==> src/mips_ctrl_pkg.sv <==
package mips_ctrl_pkg;

    localparam int NB_ALU_SRC = 2;
    localparam int NB_ALU_OP  = 2;

    // second ALU operand select
    localparam logic [NB_ALU_SRC-1:0] SRC_REG   = 2'd0;
    localparam logic [NB_ALU_SRC-1:0] SRC_IMM   = 2'd1;
    localparam logic [NB_ALU_SRC-1:0] SRC_SHAMT = 2'd2;

    // ALU operation class, EX refines FUNCT and LOGIC
    localparam logic [NB_ALU_OP-1:0] ALUOP_ADD   = 2'd0;
    localparam logic [NB_ALU_OP-1:0] ALUOP_SUB   = 2'd1;
    localparam logic [NB_ALU_OP-1:0] ALUOP_FUNCT = 2'd2;
    localparam logic [NB_ALU_OP-1:0] ALUOP_LOGIC = 2'd3;

endpackage

==> src/mips_isa_pkg.sv <==
package mips_isa_pkg;

    localparam int NB_DATA     = 32;
    localparam int NB_REG_ADDR = 5;
    localparam int NB_IMM      = 16;
    localparam int NB_TARGET   = 26;
    localparam int NB_OPCODE   = 6;
    localparam int NB_FUNCT    = 6;
    localparam int NB_SHAMT    = 5;

    // main opcodes
    localparam logic [NB_OPCODE-1:0] OP_RTYPE = 6'h00;
    localparam logic [NB_OPCODE-1:0] OP_J     = 6'h02;
    localparam logic [NB_OPCODE-1:0] OP_BEQ   = 6'h04;
    localparam logic [NB_OPCODE-1:0] OP_BNE   = 6'h05;
    localparam logic [NB_OPCODE-1:0] OP_ADDI  = 6'h08;
    localparam logic [NB_OPCODE-1:0] OP_ANDI  = 6'h0C;
    localparam logic [NB_OPCODE-1:0] OP_ORI   = 6'h0D;
    localparam logic [NB_OPCODE-1:0] OP_LUI   = 6'h0F;
    localparam logic [NB_OPCODE-1:0] OP_LW    = 6'h23;
    localparam logic [NB_OPCODE-1:0] OP_SW    = 6'h2B;

    // funct field of R-type
    localparam logic [NB_FUNCT-1:0] FN_SLL = 6'h00;
    localparam logic [NB_FUNCT-1:0] FN_JR  = 6'h08;
    localparam logic [NB_FUNCT-1:0] FN_ADD = 6'h20;
    localparam logic [NB_FUNCT-1:0] FN_SUB = 6'h22;
    localparam logic [NB_FUNCT-1:0] FN_AND = 6'h24;
    localparam logic [NB_FUNCT-1:0] FN_OR  = 6'h25;
    localparam logic [NB_FUNCT-1:0] FN_SLT = 6'h2A;

    typedef struct packed {
        logic [NB_OPCODE-1:0]   opcode;
        logic [NB_REG_ADDR-1:0] rs;
        logic [NB_REG_ADDR-1:0] rt;
        logic [NB_REG_ADDR-1:0] rd;
        logic [NB_SHAMT-1:0]    shamt;
        logic [NB_FUNCT-1:0]    funct;
    } r_fmt_t;

    typedef struct packed {
        logic [NB_OPCODE-1:0]   opcode;
        logic [NB_REG_ADDR-1:0] rs;
        logic [NB_REG_ADDR-1:0] rt;
        logic [NB_IMM-1:0]      imm;
    } i_fmt_t;

    typedef struct packed {
        logic [NB_OPCODE-1:0] opcode;
        logic [NB_TARGET-1:0] target;
    } j_fmt_t;

    // one instruction word, three views
    typedef union packed {
        r_fmt_t r;
        i_fmt_t i;
        j_fmt_t j;
    } instr_u;

endpackage

==> src/control_unit.sv <==
`timescale 1ns/1ps

module control_unit (
    input  logic [mips_isa_pkg::NB_OPCODE-1:0]   i_opcode,
    input  logic [mips_isa_pkg::NB_FUNCT-1:0]    i_funct,
    output logic                                 o_jump,
    output logic                                 o_branch,
    output logic                                 o_reg_dst,
    output logic                                 o_mem_to_reg,
    output logic                                 o_mem_read,
    output logic                                 o_mem_write,
    output logic                                 o_zero_ext,
    output logic                                 o_reg_write,
    output logic [mips_ctrl_pkg::NB_ALU_SRC-1:0] o_alu_src,
    output logic [mips_ctrl_pkg::NB_ALU_OP-1:0]  o_alu_op
);
    import mips_isa_pkg::*;
    import mips_ctrl_pkg::*;

    always_comb begin
        o_jump       = 1'b0;
        o_branch     = 1'b0;
        o_reg_dst    = 1'b0;
        o_mem_to_reg = 1'b0;
        o_mem_read   = 1'b0;
        o_mem_write  = 1'b0;
        o_zero_ext   = 1'b0;
        o_reg_write  = 1'b0;
        o_alu_src    = SRC_REG;
        o_alu_op     = ALUOP_ADD;

        case (i_opcode)
            OP_RTYPE: begin
                case (i_funct)
                    FN_JR: begin
                        o_jump = 1'b1;
                    end
                    FN_SLL: begin
                        o_reg_dst   = 1'b1;
                        o_reg_write = 1'b1;
                        o_alu_src   = SRC_SHAMT;
                        o_alu_op    = ALUOP_FUNCT;
                    end
                    FN_ADD, FN_SUB, FN_AND, FN_OR, FN_SLT: begin
                        o_reg_dst   = 1'b1;
                        o_reg_write = 1'b1;
                        o_alu_op    = ALUOP_FUNCT;
                    end
                    // unknown funct stays a nop
                    default: ;
                endcase
            end
            OP_LW: begin
                o_alu_src    = SRC_IMM;
                o_alu_op     = ALUOP_ADD;
                o_mem_read   = 1'b1;
                o_mem_to_reg = 1'b1;
                o_reg_write  = 1'b1;
            end
            OP_SW: begin
                o_alu_src   = SRC_IMM;
                o_alu_op    = ALUOP_ADD;
                o_mem_write = 1'b1;
            end
            OP_BEQ, OP_BNE: begin
                o_branch = 1'b1;
                o_alu_op = ALUOP_SUB;
            end
            OP_ADDI: begin
                o_alu_src   = SRC_IMM;
                o_alu_op    = ALUOP_ADD;
                o_reg_write = 1'b1;
            end
            // lui shifts the zero-extended value in EX
            OP_ANDI, OP_ORI, OP_LUI: begin
                o_alu_src   = SRC_IMM;
                o_alu_op    = ALUOP_LOGIC;
                o_reg_write = 1'b1;
                o_zero_ext  = 1'b1;
            end
            OP_J: begin
                o_jump = 1'b1;
            end
            default: ;
        endcase
    end

endmodule

==> src/decode_top.sv <==
`timescale 1ns/1ps

module decode_top (
    input  logic                                 clk,
    input  logic                                 i_rst_n,
    input  mips_isa_pkg::instr_u                 i_instruction,
    input  logic [mips_isa_pkg::NB_DATA-1:0]     i_pc4,
    input  logic                                 i_wb_we,
    input  logic [mips_isa_pkg::NB_REG_ADDR-1:0] i_wb_addr,
    input  logic [mips_isa_pkg::NB_DATA-1:0]     i_wb_data,
    output logic [mips_isa_pkg::NB_REG_ADDR-1:0] o_rs,
    output logic [mips_isa_pkg::NB_REG_ADDR-1:0] o_rt,
    output logic [mips_isa_pkg::NB_REG_ADDR-1:0] o_rd,
    output logic [mips_isa_pkg::NB_SHAMT-1:0]    o_shamt,
    output logic [mips_isa_pkg::NB_FUNCT-1:0]    o_funct,
    output logic [mips_isa_pkg::NB_DATA-1:0]     o_reg_da,
    output logic [mips_isa_pkg::NB_DATA-1:0]     o_reg_db,
    output logic [mips_isa_pkg::NB_DATA-1:0]     o_imm,
    output logic [mips_isa_pkg::NB_TARGET-1:0]   o_jump_target,
    output logic [mips_isa_pkg::NB_DATA-1:0]     o_pc4,
    output logic                                 o_jump,
    output logic                                 o_branch,
    output logic                                 o_reg_dst,
    output logic                                 o_mem_to_reg,
    output logic                                 o_mem_read,
    output logic                                 o_mem_write,
    output logic                                 o_reg_write,
    output logic [mips_ctrl_pkg::NB_ALU_SRC-1:0] o_alu_src,
    output logic [mips_ctrl_pkg::NB_ALU_OP-1:0]  o_alu_op,
    output logic                                 o_stall
);

    instruction_decode u_instruction_decode (
        .clk           (clk),
        .i_rst_n       (i_rst_n),
        .i_instruction (i_instruction),
        .i_pc4         (i_pc4),
        .i_wb_we       (i_wb_we),
        .i_wb_addr     (i_wb_addr),
        .i_wb_data     (i_wb_data),
        .i_stall       (o_stall),
        .o_rs          (o_rs),
        .o_rt          (o_rt),
        .o_rd          (o_rd),
        .o_shamt       (o_shamt),
        .o_funct       (o_funct),
        .o_reg_da      (o_reg_da),
        .o_reg_db      (o_reg_db),
        .o_imm         (o_imm),
        .o_jump_target (o_jump_target),
        .o_pc4         (o_pc4),
        .o_jump        (o_jump),
        .o_branch      (o_branch),
        .o_reg_dst     (o_reg_dst),
        .o_mem_to_reg  (o_mem_to_reg),
        .o_mem_read    (o_mem_read),
        .o_mem_write   (o_mem_write),
        .o_reg_write   (o_reg_write),
        .o_alu_src     (o_alu_src),
        .o_alu_op      (o_alu_op)
    );

    // EX stage view is the ID/EX register itself
    load_use_hazard u_load_use_hazard (
        .i_ex_mem_read (o_mem_read),
        .i_ex_rt       (o_rt),
        .i_id_rs       (i_instruction.r.rs),
        .i_id_rt       (i_instruction.r.rt),
        .o_stall       (o_stall)
    );

endmodule

==> src/instruction_decode.sv <==
`timescale 1ns/1ps

module instruction_decode (
    input  logic                                 clk,
    input  logic                                 i_rst_n,
    input  mips_isa_pkg::instr_u                 i_instruction,
    input  logic [mips_isa_pkg::NB_DATA-1:0]     i_pc4,
    input  logic                                 i_wb_we,
    input  logic [mips_isa_pkg::NB_REG_ADDR-1:0] i_wb_addr,
    input  logic [mips_isa_pkg::NB_DATA-1:0]     i_wb_data,
    input  logic                                 i_stall,
    output logic [mips_isa_pkg::NB_REG_ADDR-1:0] o_rs,
    output logic [mips_isa_pkg::NB_REG_ADDR-1:0] o_rt,
    output logic [mips_isa_pkg::NB_REG_ADDR-1:0] o_rd,
    output logic [mips_isa_pkg::NB_SHAMT-1:0]    o_shamt,
    output logic [mips_isa_pkg::NB_FUNCT-1:0]    o_funct,
    output logic [mips_isa_pkg::NB_DATA-1:0]     o_reg_da,
    output logic [mips_isa_pkg::NB_DATA-1:0]     o_reg_db,
    output logic [mips_isa_pkg::NB_DATA-1:0]     o_imm,
    output logic [mips_isa_pkg::NB_TARGET-1:0]   o_jump_target,
    output logic [mips_isa_pkg::NB_DATA-1:0]     o_pc4,
    output logic                                 o_jump,
    output logic                                 o_branch,
    output logic                                 o_reg_dst,
    output logic                                 o_mem_to_reg,
    output logic                                 o_mem_read,
    output logic                                 o_mem_write,
    output logic                                 o_reg_write,
    output logic [mips_ctrl_pkg::NB_ALU_SRC-1:0] o_alu_src,
    output logic [mips_ctrl_pkg::NB_ALU_OP-1:0]  o_alu_op
);
    import mips_isa_pkg::*;
    import mips_ctrl_pkg::*;

    logic [NB_DATA-1:0]    rf_da;
    logic [NB_DATA-1:0]    rf_db;
    logic [NB_DATA-1:0]    imm_ext;
    logic                  c_jump;
    logic                  c_branch;
    logic                  c_reg_dst;
    logic                  c_mem_to_reg;
    logic                  c_mem_read;
    logic                  c_mem_write;
    logic                  c_zero_ext;
    logic                  c_reg_write;
    logic [NB_ALU_SRC-1:0] c_alu_src;
    logic [NB_ALU_OP-1:0]  c_alu_op;

    register_file u_register_file (
        .clk        (clk),
        .i_rst_n    (i_rst_n),
        .i_we       (i_wb_we),
        .i_wr_addr  (i_wb_addr),
        .i_wr_data  (i_wb_data),
        .i_rd_addr1 (i_instruction.r.rs),
        .i_rd_addr2 (i_instruction.r.rt),
        .o_rd_data1 (rf_da),
        .o_rd_data2 (rf_db)
    );

    control_unit u_control_unit (
        .i_opcode     (i_instruction.r.opcode),
        .i_funct      (i_instruction.r.funct),
        .o_jump       (c_jump),
        .o_branch     (c_branch),
        .o_reg_dst    (c_reg_dst),
        .o_mem_to_reg (c_mem_to_reg),
        .o_mem_read   (c_mem_read),
        .o_mem_write  (c_mem_write),
        .o_zero_ext   (c_zero_ext),
        .o_reg_write  (c_reg_write),
        .o_alu_src    (c_alu_src),
        .o_alu_op     (c_alu_op)
    );

    // logical ops and lui take the immediate unsigned
    assign imm_ext = c_zero_ext ?
                     {{(NB_DATA-NB_IMM){1'b0}}, i_instruction.i.imm} :
                     {{(NB_DATA-NB_IMM){i_instruction.i.imm[NB_IMM-1]}}, i_instruction.i.imm};

    // ID/EX data half also loads on a stall
    always_ff @(posedge clk or negedge i_rst_n) begin
        if (!i_rst_n) begin
            o_rs          <= '0;
            o_rt          <= '0;
            o_rd          <= '0;
            o_shamt       <= '0;
            o_funct       <= '0;
            o_reg_da      <= '0;
            o_reg_db      <= '0;
            o_imm         <= '0;
            o_jump_target <= '0;
            o_pc4         <= '0;
        end else begin
            o_rs          <= i_instruction.r.rs;
            o_rt          <= i_instruction.r.rt;
            o_rd          <= i_instruction.r.rd;
            o_shamt       <= i_instruction.r.shamt;
            o_funct       <= i_instruction.r.funct;
            o_reg_da      <= rf_da;
            o_reg_db      <= rf_db;
            o_imm         <= imm_ext;
            o_jump_target <= i_instruction.j.target;
            o_pc4         <= i_pc4;
        end
    end

    // control half takes a bubble on a stall
    always_ff @(posedge clk or negedge i_rst_n) begin
        if (!i_rst_n) begin
            o_jump       <= 1'b0;
            o_branch     <= 1'b0;
            o_reg_dst    <= 1'b0;
            o_mem_to_reg <= 1'b0;
            o_mem_read   <= 1'b0;
            o_mem_write  <= 1'b0;
            o_reg_write  <= 1'b0;
            o_alu_src    <= '0;
            o_alu_op     <= '0;
        end else if (i_stall) begin
            o_jump       <= 1'b0;
            o_branch     <= 1'b0;
            o_reg_dst    <= 1'b0;
            o_mem_to_reg <= 1'b0;
            o_mem_read   <= 1'b0;
            o_mem_write  <= 1'b0;
            o_reg_write  <= 1'b0;
            o_alu_src    <= '0;
            o_alu_op     <= '0;
        end else begin
            o_jump       <= c_jump;
            o_branch     <= c_branch;
            o_reg_dst    <= c_reg_dst;
            o_mem_to_reg <= c_mem_to_reg;
            o_mem_read   <= c_mem_read;
            o_mem_write  <= c_mem_write;
            o_reg_write  <= c_reg_write;
            o_alu_src    <= c_alu_src;
            o_alu_op     <= c_alu_op;
        end
    end

endmodule

==> src/load_use_hazard.sv <==
`timescale 1ns/1ps

module load_use_hazard (
    input  logic                                 i_ex_mem_read,
    input  logic [mips_isa_pkg::NB_REG_ADDR-1:0] i_ex_rt,
    input  logic [mips_isa_pkg::NB_REG_ADDR-1:0] i_id_rs,
    input  logic [mips_isa_pkg::NB_REG_ADDR-1:0] i_id_rt,
    output logic                                 o_stall
);

    logic rs_match;
    logic rt_match;
    logic ex_load;

    // a load into r0 never produces a value to wait for
    assign ex_load  = i_ex_mem_read && (i_ex_rt != '0);
    assign rs_match = (i_ex_rt == i_id_rs);
    assign rt_match = (i_ex_rt == i_id_rt);

    assign o_stall = ex_load && (rs_match || rt_match);

endmodule

==> src/register_file.sv <==
`timescale 1ns/1ps

module register_file (
    input  logic                                clk,
    input  logic                                i_rst_n,
    input  logic                                i_we,
    input  logic [mips_isa_pkg::NB_REG_ADDR-1:0] i_wr_addr,
    input  logic [mips_isa_pkg::NB_DATA-1:0]     i_wr_data,
    input  logic [mips_isa_pkg::NB_REG_ADDR-1:0] i_rd_addr1,
    input  logic [mips_isa_pkg::NB_REG_ADDR-1:0] i_rd_addr2,
    output logic [mips_isa_pkg::NB_DATA-1:0]     o_rd_data1,
    output logic [mips_isa_pkg::NB_DATA-1:0]     o_rd_data2
);
    import mips_isa_pkg::*;

    localparam int NUM_REGS = 2 ** NB_REG_ADDR;

    logic [NB_DATA-1:0] regs [NUM_REGS];
    logic               wr_valid;

    // r0 is never written
    assign wr_valid = i_we && (i_wr_addr != '0);

    always_ff @(posedge clk or negedge i_rst_n) begin
        if (!i_rst_n) begin
            for (int k = 0; k < NUM_REGS; k++) begin
                regs[k] <= '0;
            end
        end else if (wr_valid) begin
            regs[i_wr_addr] <= i_wr_data;
        end
    end

    // writeback in the same cycle wins over the stored word
    always_comb begin
        if (i_rd_addr1 == '0) begin
            o_rd_data1 = '0;
        end else if (wr_valid && (i_wr_addr == i_rd_addr1)) begin
            o_rd_data1 = i_wr_data;
        end else begin
            o_rd_data1 = regs[i_rd_addr1];
        end
    end

    always_comb begin
        if (i_rd_addr2 == '0) begin
            o_rd_data2 = '0;
        end else if (wr_valid && (i_wr_addr == i_rd_addr2)) begin
            o_rd_data2 = i_wr_data;
        end else begin
            o_rd_data2 = regs[i_rd_addr2];
        end
    end

endmodule

==> config.mk <==
export PLATFORM = sky130hd
export DESIGN_NAME = decode_top
export DESIGN_NICKNAME = d
export VERILOG_FILES = /design/src/mips_ctrl_pkg.sv /design/src/mips_isa_pkg.sv /design/src/control_unit.sv /design/src/decode_top.sv /design/src/instruction_decode.sv /design/src/load_use_hazard.sv /design/src/register_file.sv
export SDC_FILE = /design/constraint.sdc
export NUM_CORES = 2
export LEC_CHECK = 0
export ABC_AREA = 0
export BUFFER_PORTS_ARGS = -buffer_cell sky130_fd_sc_hd__buf_2
export CELL_PAD_IN_SITES_DETAIL_PLACEMENT = 1
export CELL_PAD_IN_SITES_GLOBAL_PLACEMENT = 2
export CORE_ASPECT_RATIO = 1.75
export CORE_MARGIN = 2
export CORE_UTILIZATION = 45
export CTS_CLUSTER_DIAMETER = 50
export DETAILED_ROUTE_END_ITERATION = 8
export PLACE_DENSITY_LB_ADDON = 0.1
export SLEW_MARGIN = 25
export SYNTH_ARGS = -nofsm -noshare
export SYNTH_HDL_FRONTEND = slang
export SYNTH_SLANG_ARGS = --single-unit
==> constraint.sdc <==
create_clock -name clk -period 2.6 [get_ports clk]
set_clock_uncertainty 0.15 [all_clocks]
set_input_delay 0.26 -clock clk [delete_from_list [all_inputs] [get_ports clk]]
set_output_delay 0.26 -clock clk [all_outputs]
set_load 0.02 [all_outputs]
==> results.txt <==
outcome - finished, violations left
failing checks - setup timing
RSZ-0062 raised after global routing - true
sw frac - 28.25%
Nets - 4663
Simple-Gate Fraction of Synth Area - 2.375%
PortBufs - 295
largest family of logic cells by synthesized area - multiplexers
Util after Layout - 53.93%
sequential share of the synthesized area - 48.38%
Hold Crit Depth - 2
# DRC - 0
Comb power frac - 19.9%
Non-Filler Instances - 6356
Clock power frac - 36.0%
VDD IR max - 0.0006624 V
Max Slew Vio Count - 0
Syn Nets - 4211
endpoint of the worst register-to-register path - u_instruction_decode.o_mem_to_reg
CP Data Required Time - 2190 ps
Adder-Cell Fraction of Synth Area - 0%
post-detailed-route count of antenna-violating nets - 0
Hold Crit Class - input port to register
area delta synth->final - 19.35%
final setup violation count - 1
Placement Cell Area - 65400 µm²
Slew @ Worst Pin - 937.3 ps
die area - 136000 µm²
vias in the first global route - 44210
TritonCTS clock tree - built
CTS buffer count - 134
WHS Endpoint - u_instruction_decode.o_imm[12]
Chip Width - 279.7 µm
DRT Pass-1 Iters - 5
Sink Count - 1157
WL per Instance - 35.87 µm
clock-pin slew of the registers on the worst-case setup and hold paths - 70 ps
worst reg2reg path depth - 7
#FFs+latches synth - 1157
crit path max fanout - 3
max reg flops - 1024
sequential share of power - 44.1%
most frequent cells in the layout - dfrtp_1, mux2_2, mux4_2, buf_2, mux2i_1
placed insts - 5967
RD Place Congestion - 0.8465
Worst path max stage delay - 540 ps
ys flop type - dfrtp_1
commonest non-fill, non-tap cell in the layout - dfrtp_1
Critical Path AT - 2190 ps
Hold Startpoint - i_instruction[12]
Highest Clock Rate - 384.5 MHz
critical path class - register to output pin
Synth async-reset ratio - 100.0%
complex-gate fraction of the synthesized area - 5.357%
setup ws final - -0.7963 ps
crit start category - register
r2r startpoint - u_instruction_decode.o_jump_target[18]
Core ar. - 132400 µm²
Iteration-0 DRC Markers - 2795
Die Y - 486.4 µm
FF-to-FF setup slack - 180 ps
worst-path cell chain - or4_4 > o21ai_2 > a21oi_1 > buf_4 > buf_6
largest net degree at the start of global routing - 102
Syn Area/Cell - 14.57 µm²
GRT Util Overall - 33.90%
clk_lat worst skew - 760 ps
Fillers - 12600
Post-Syn Area - 59840 µm²
Final Hold Violating Endpoints - 0
Largest Register - u_instruction_decode.u_register_file.regs
Int Pwr - 0.03887 W
final wirelength - 228000 µm
layout cells sized above 1 - 51.02%
Final Critical Period - 2601 ps
gr ovfl total - 0
Worst Setup End Kind - output pin
HPWL after detailed placement - 149000 µm
fin area - 71420 µm²
max cap viols - 0
mux cell area share after synthesis - 38.74%
EDFF count, synth - 0
Place WS - -44.19 ps
synth warn - 0
Clock Tree Root - clkbuf_16
first-pass GRT wire length - 328700 µm
boundary pin count - 296
PD cells - 758.5 nW/µm²
Switching Power - 0.01530 W
vias per std cell - 6.440
xor and xnor area share after synthesis - 0.2927%
Tcrit/Tclk final - 100.0%
P_leak - 31.89 nW
slowest cell on the critical path - or4_4
clock buffer depth - 3
initial antenna violation count - 22
starting density of the core - 45.19%
Vias - 40930
Slew Limit Headroom - 37.37%
H-Tree Depth - 4
Cell variety after synth - 65
Post-Synthesis Cells - 4107
row count - 177
[power by group through the flow]
stage          Combinational, W  Sequential [W]  Clock (W)
5_1_grt                  0.0115          0.0243     0.0205
6_report                 0.0108          0.0239     0.0195
3_5_place_dp             0.0106          0.0241          0
4_1_cts                  0.0108          0.0238     0.0198
2_1_floorplan           0.00740          0.0233          0
3_3_place_gp             0.0103          0.0239          0
[Yosys cell counts (all sizes together) (2+ instances only)]
cell / number / area share, %
o21ai: 63 / 0.53
a211oi: 38 / 0.48
a2111oi: 28 / 0.44
and3: 5 / 0.052
nand3: 8 / 0.067
clkbuf: 241 / 1.5
or4: 2 / 0.025
a32o: 10 / 0.17
o221ai: 29 / 0.42
or3b: 7 / 0.10
a22oi: 23 / 0.29
or3: 2 / 0.021
inv: 6 / 0.038
mux2: 1045 / 20
o22ai: 51 / 0.53
dfrtp: 1157 / 48
a221o: 23 / 0.38
mux2i: 272 / 4.5
nand3b: 9 / 0.12
a22o: 15 / 0.22
nor3b: 15 / 0.19
o2bb2ai: 7 / 0.10
a221oi: 42 / 0.64
xor2: 8 / 0.12
o31ai: 22 / 0.30
xnor2: 12 / 0.18
mux4: 386 / 15
nand2b: 7 / 0.073
nor2: 72 / 0.46
nor4: 4 / 0.052
and2: 3 / 0.031
o32ai: 2 / 0.029
or2: 6 / 0.063
nor3: 36 / 0.30
a21oi: 44 / 0.37
o21bai: 2 / 0.025
nor2b: 19 / 0.20
buf: 262 / 3.3
nand2: 91 / 0.57
a211o: 24 / 0.35
[worst max-delay path: cells and delay by family, from the launching register on]
family | cells | cell delay, ps
buffers and inverters | 2 | 280
AOI/OAI and AO/OA | 2 | 170
DFF | 1 | 430
and+or+nand+nor | 1 | 540
[cell families after synthesis]
group           Yosys count
compound gates          428
simple gates            290
flops                  1157
mux                    1703
xor+xnor                 20
buf+inv                 509
[area by class of cell]
| type | count | area (µm²) | area share (%) |
|---|---|---|---|
| Antenna cell | 3 | 7.507 | 0.01051 |
| Clock buffer | 178 | 3802 | 5.324 |
| Clock inverter | 52 | 633.1 | 0.8865 |
| Inverter | 6 | 22.52 | 0.03153 |
| Multi-Input combinational cell | 2441 | 28300 | 39.63 |
| Sequential cell | 1157 | 28960 | 40.54 |
| Tap cell | 1700 | 2127 | 2.978 |
| Timing Repair Buffer | 819 | 7567 | 10.60 |
[how the worst max path moves through the flow]
stage	from	end	slack (ps)	depth (start not counted)
2_1_floorplan	i_instruction[16]	u_instruction_decode.o_reg_db[7]	380	6
3_3_place_gp	i_instruction[21]	u_instruction_decode.o_reg_da[10]	-40	8
3_5_place_dp	i_instruction[21]	u_instruction_decode.o_reg_da[10]	-40	8
4_1_cts	u_instruction_decode.o_jump_target[18]	o_stall	-40	5
5_1_grt	u_instruction_decode.o_jump_target[18]	o_stall	-60	5
6_report	u_instruction_decode.o_jump_target[18]	o_stall	-0.8	5
[per-layer routing]
layer	GRT usage [%]	vias up	share of wire [%]	wire, µm
met5	0	-	0.046	105
met3	5.135	463	5.1	11530
met4	14.63	16	4.8	10940
met1	43.07	22500	40	90790
met2	57.56	1431	50	114600
li1	-	16520	-	-
[stage by stage]
step,hold WS [ps],total power [W],TNS (ps)
floorplan,-185.6,0.03068,0
global placement,32.59,0.03423,-39.30
detailed placement,44.60,0.03471,-44.19
CTS,1.956,0.05448,-38.92
global route,13.97,0.05627,-62.12
finish,31.32,0.05417,-0.7963
[what timing repair did]
item / CTS / global route
setup buffers: 5 / 0
endpoints found under the hold margin: 1773 / 0
setup endpoints to repair: 1 / 1
hold buffers: 151 / 0
resized for setup: 5 / 3
pin swaps: 2 / 2
Note: power is estimated with default switching activity, not from simulation.
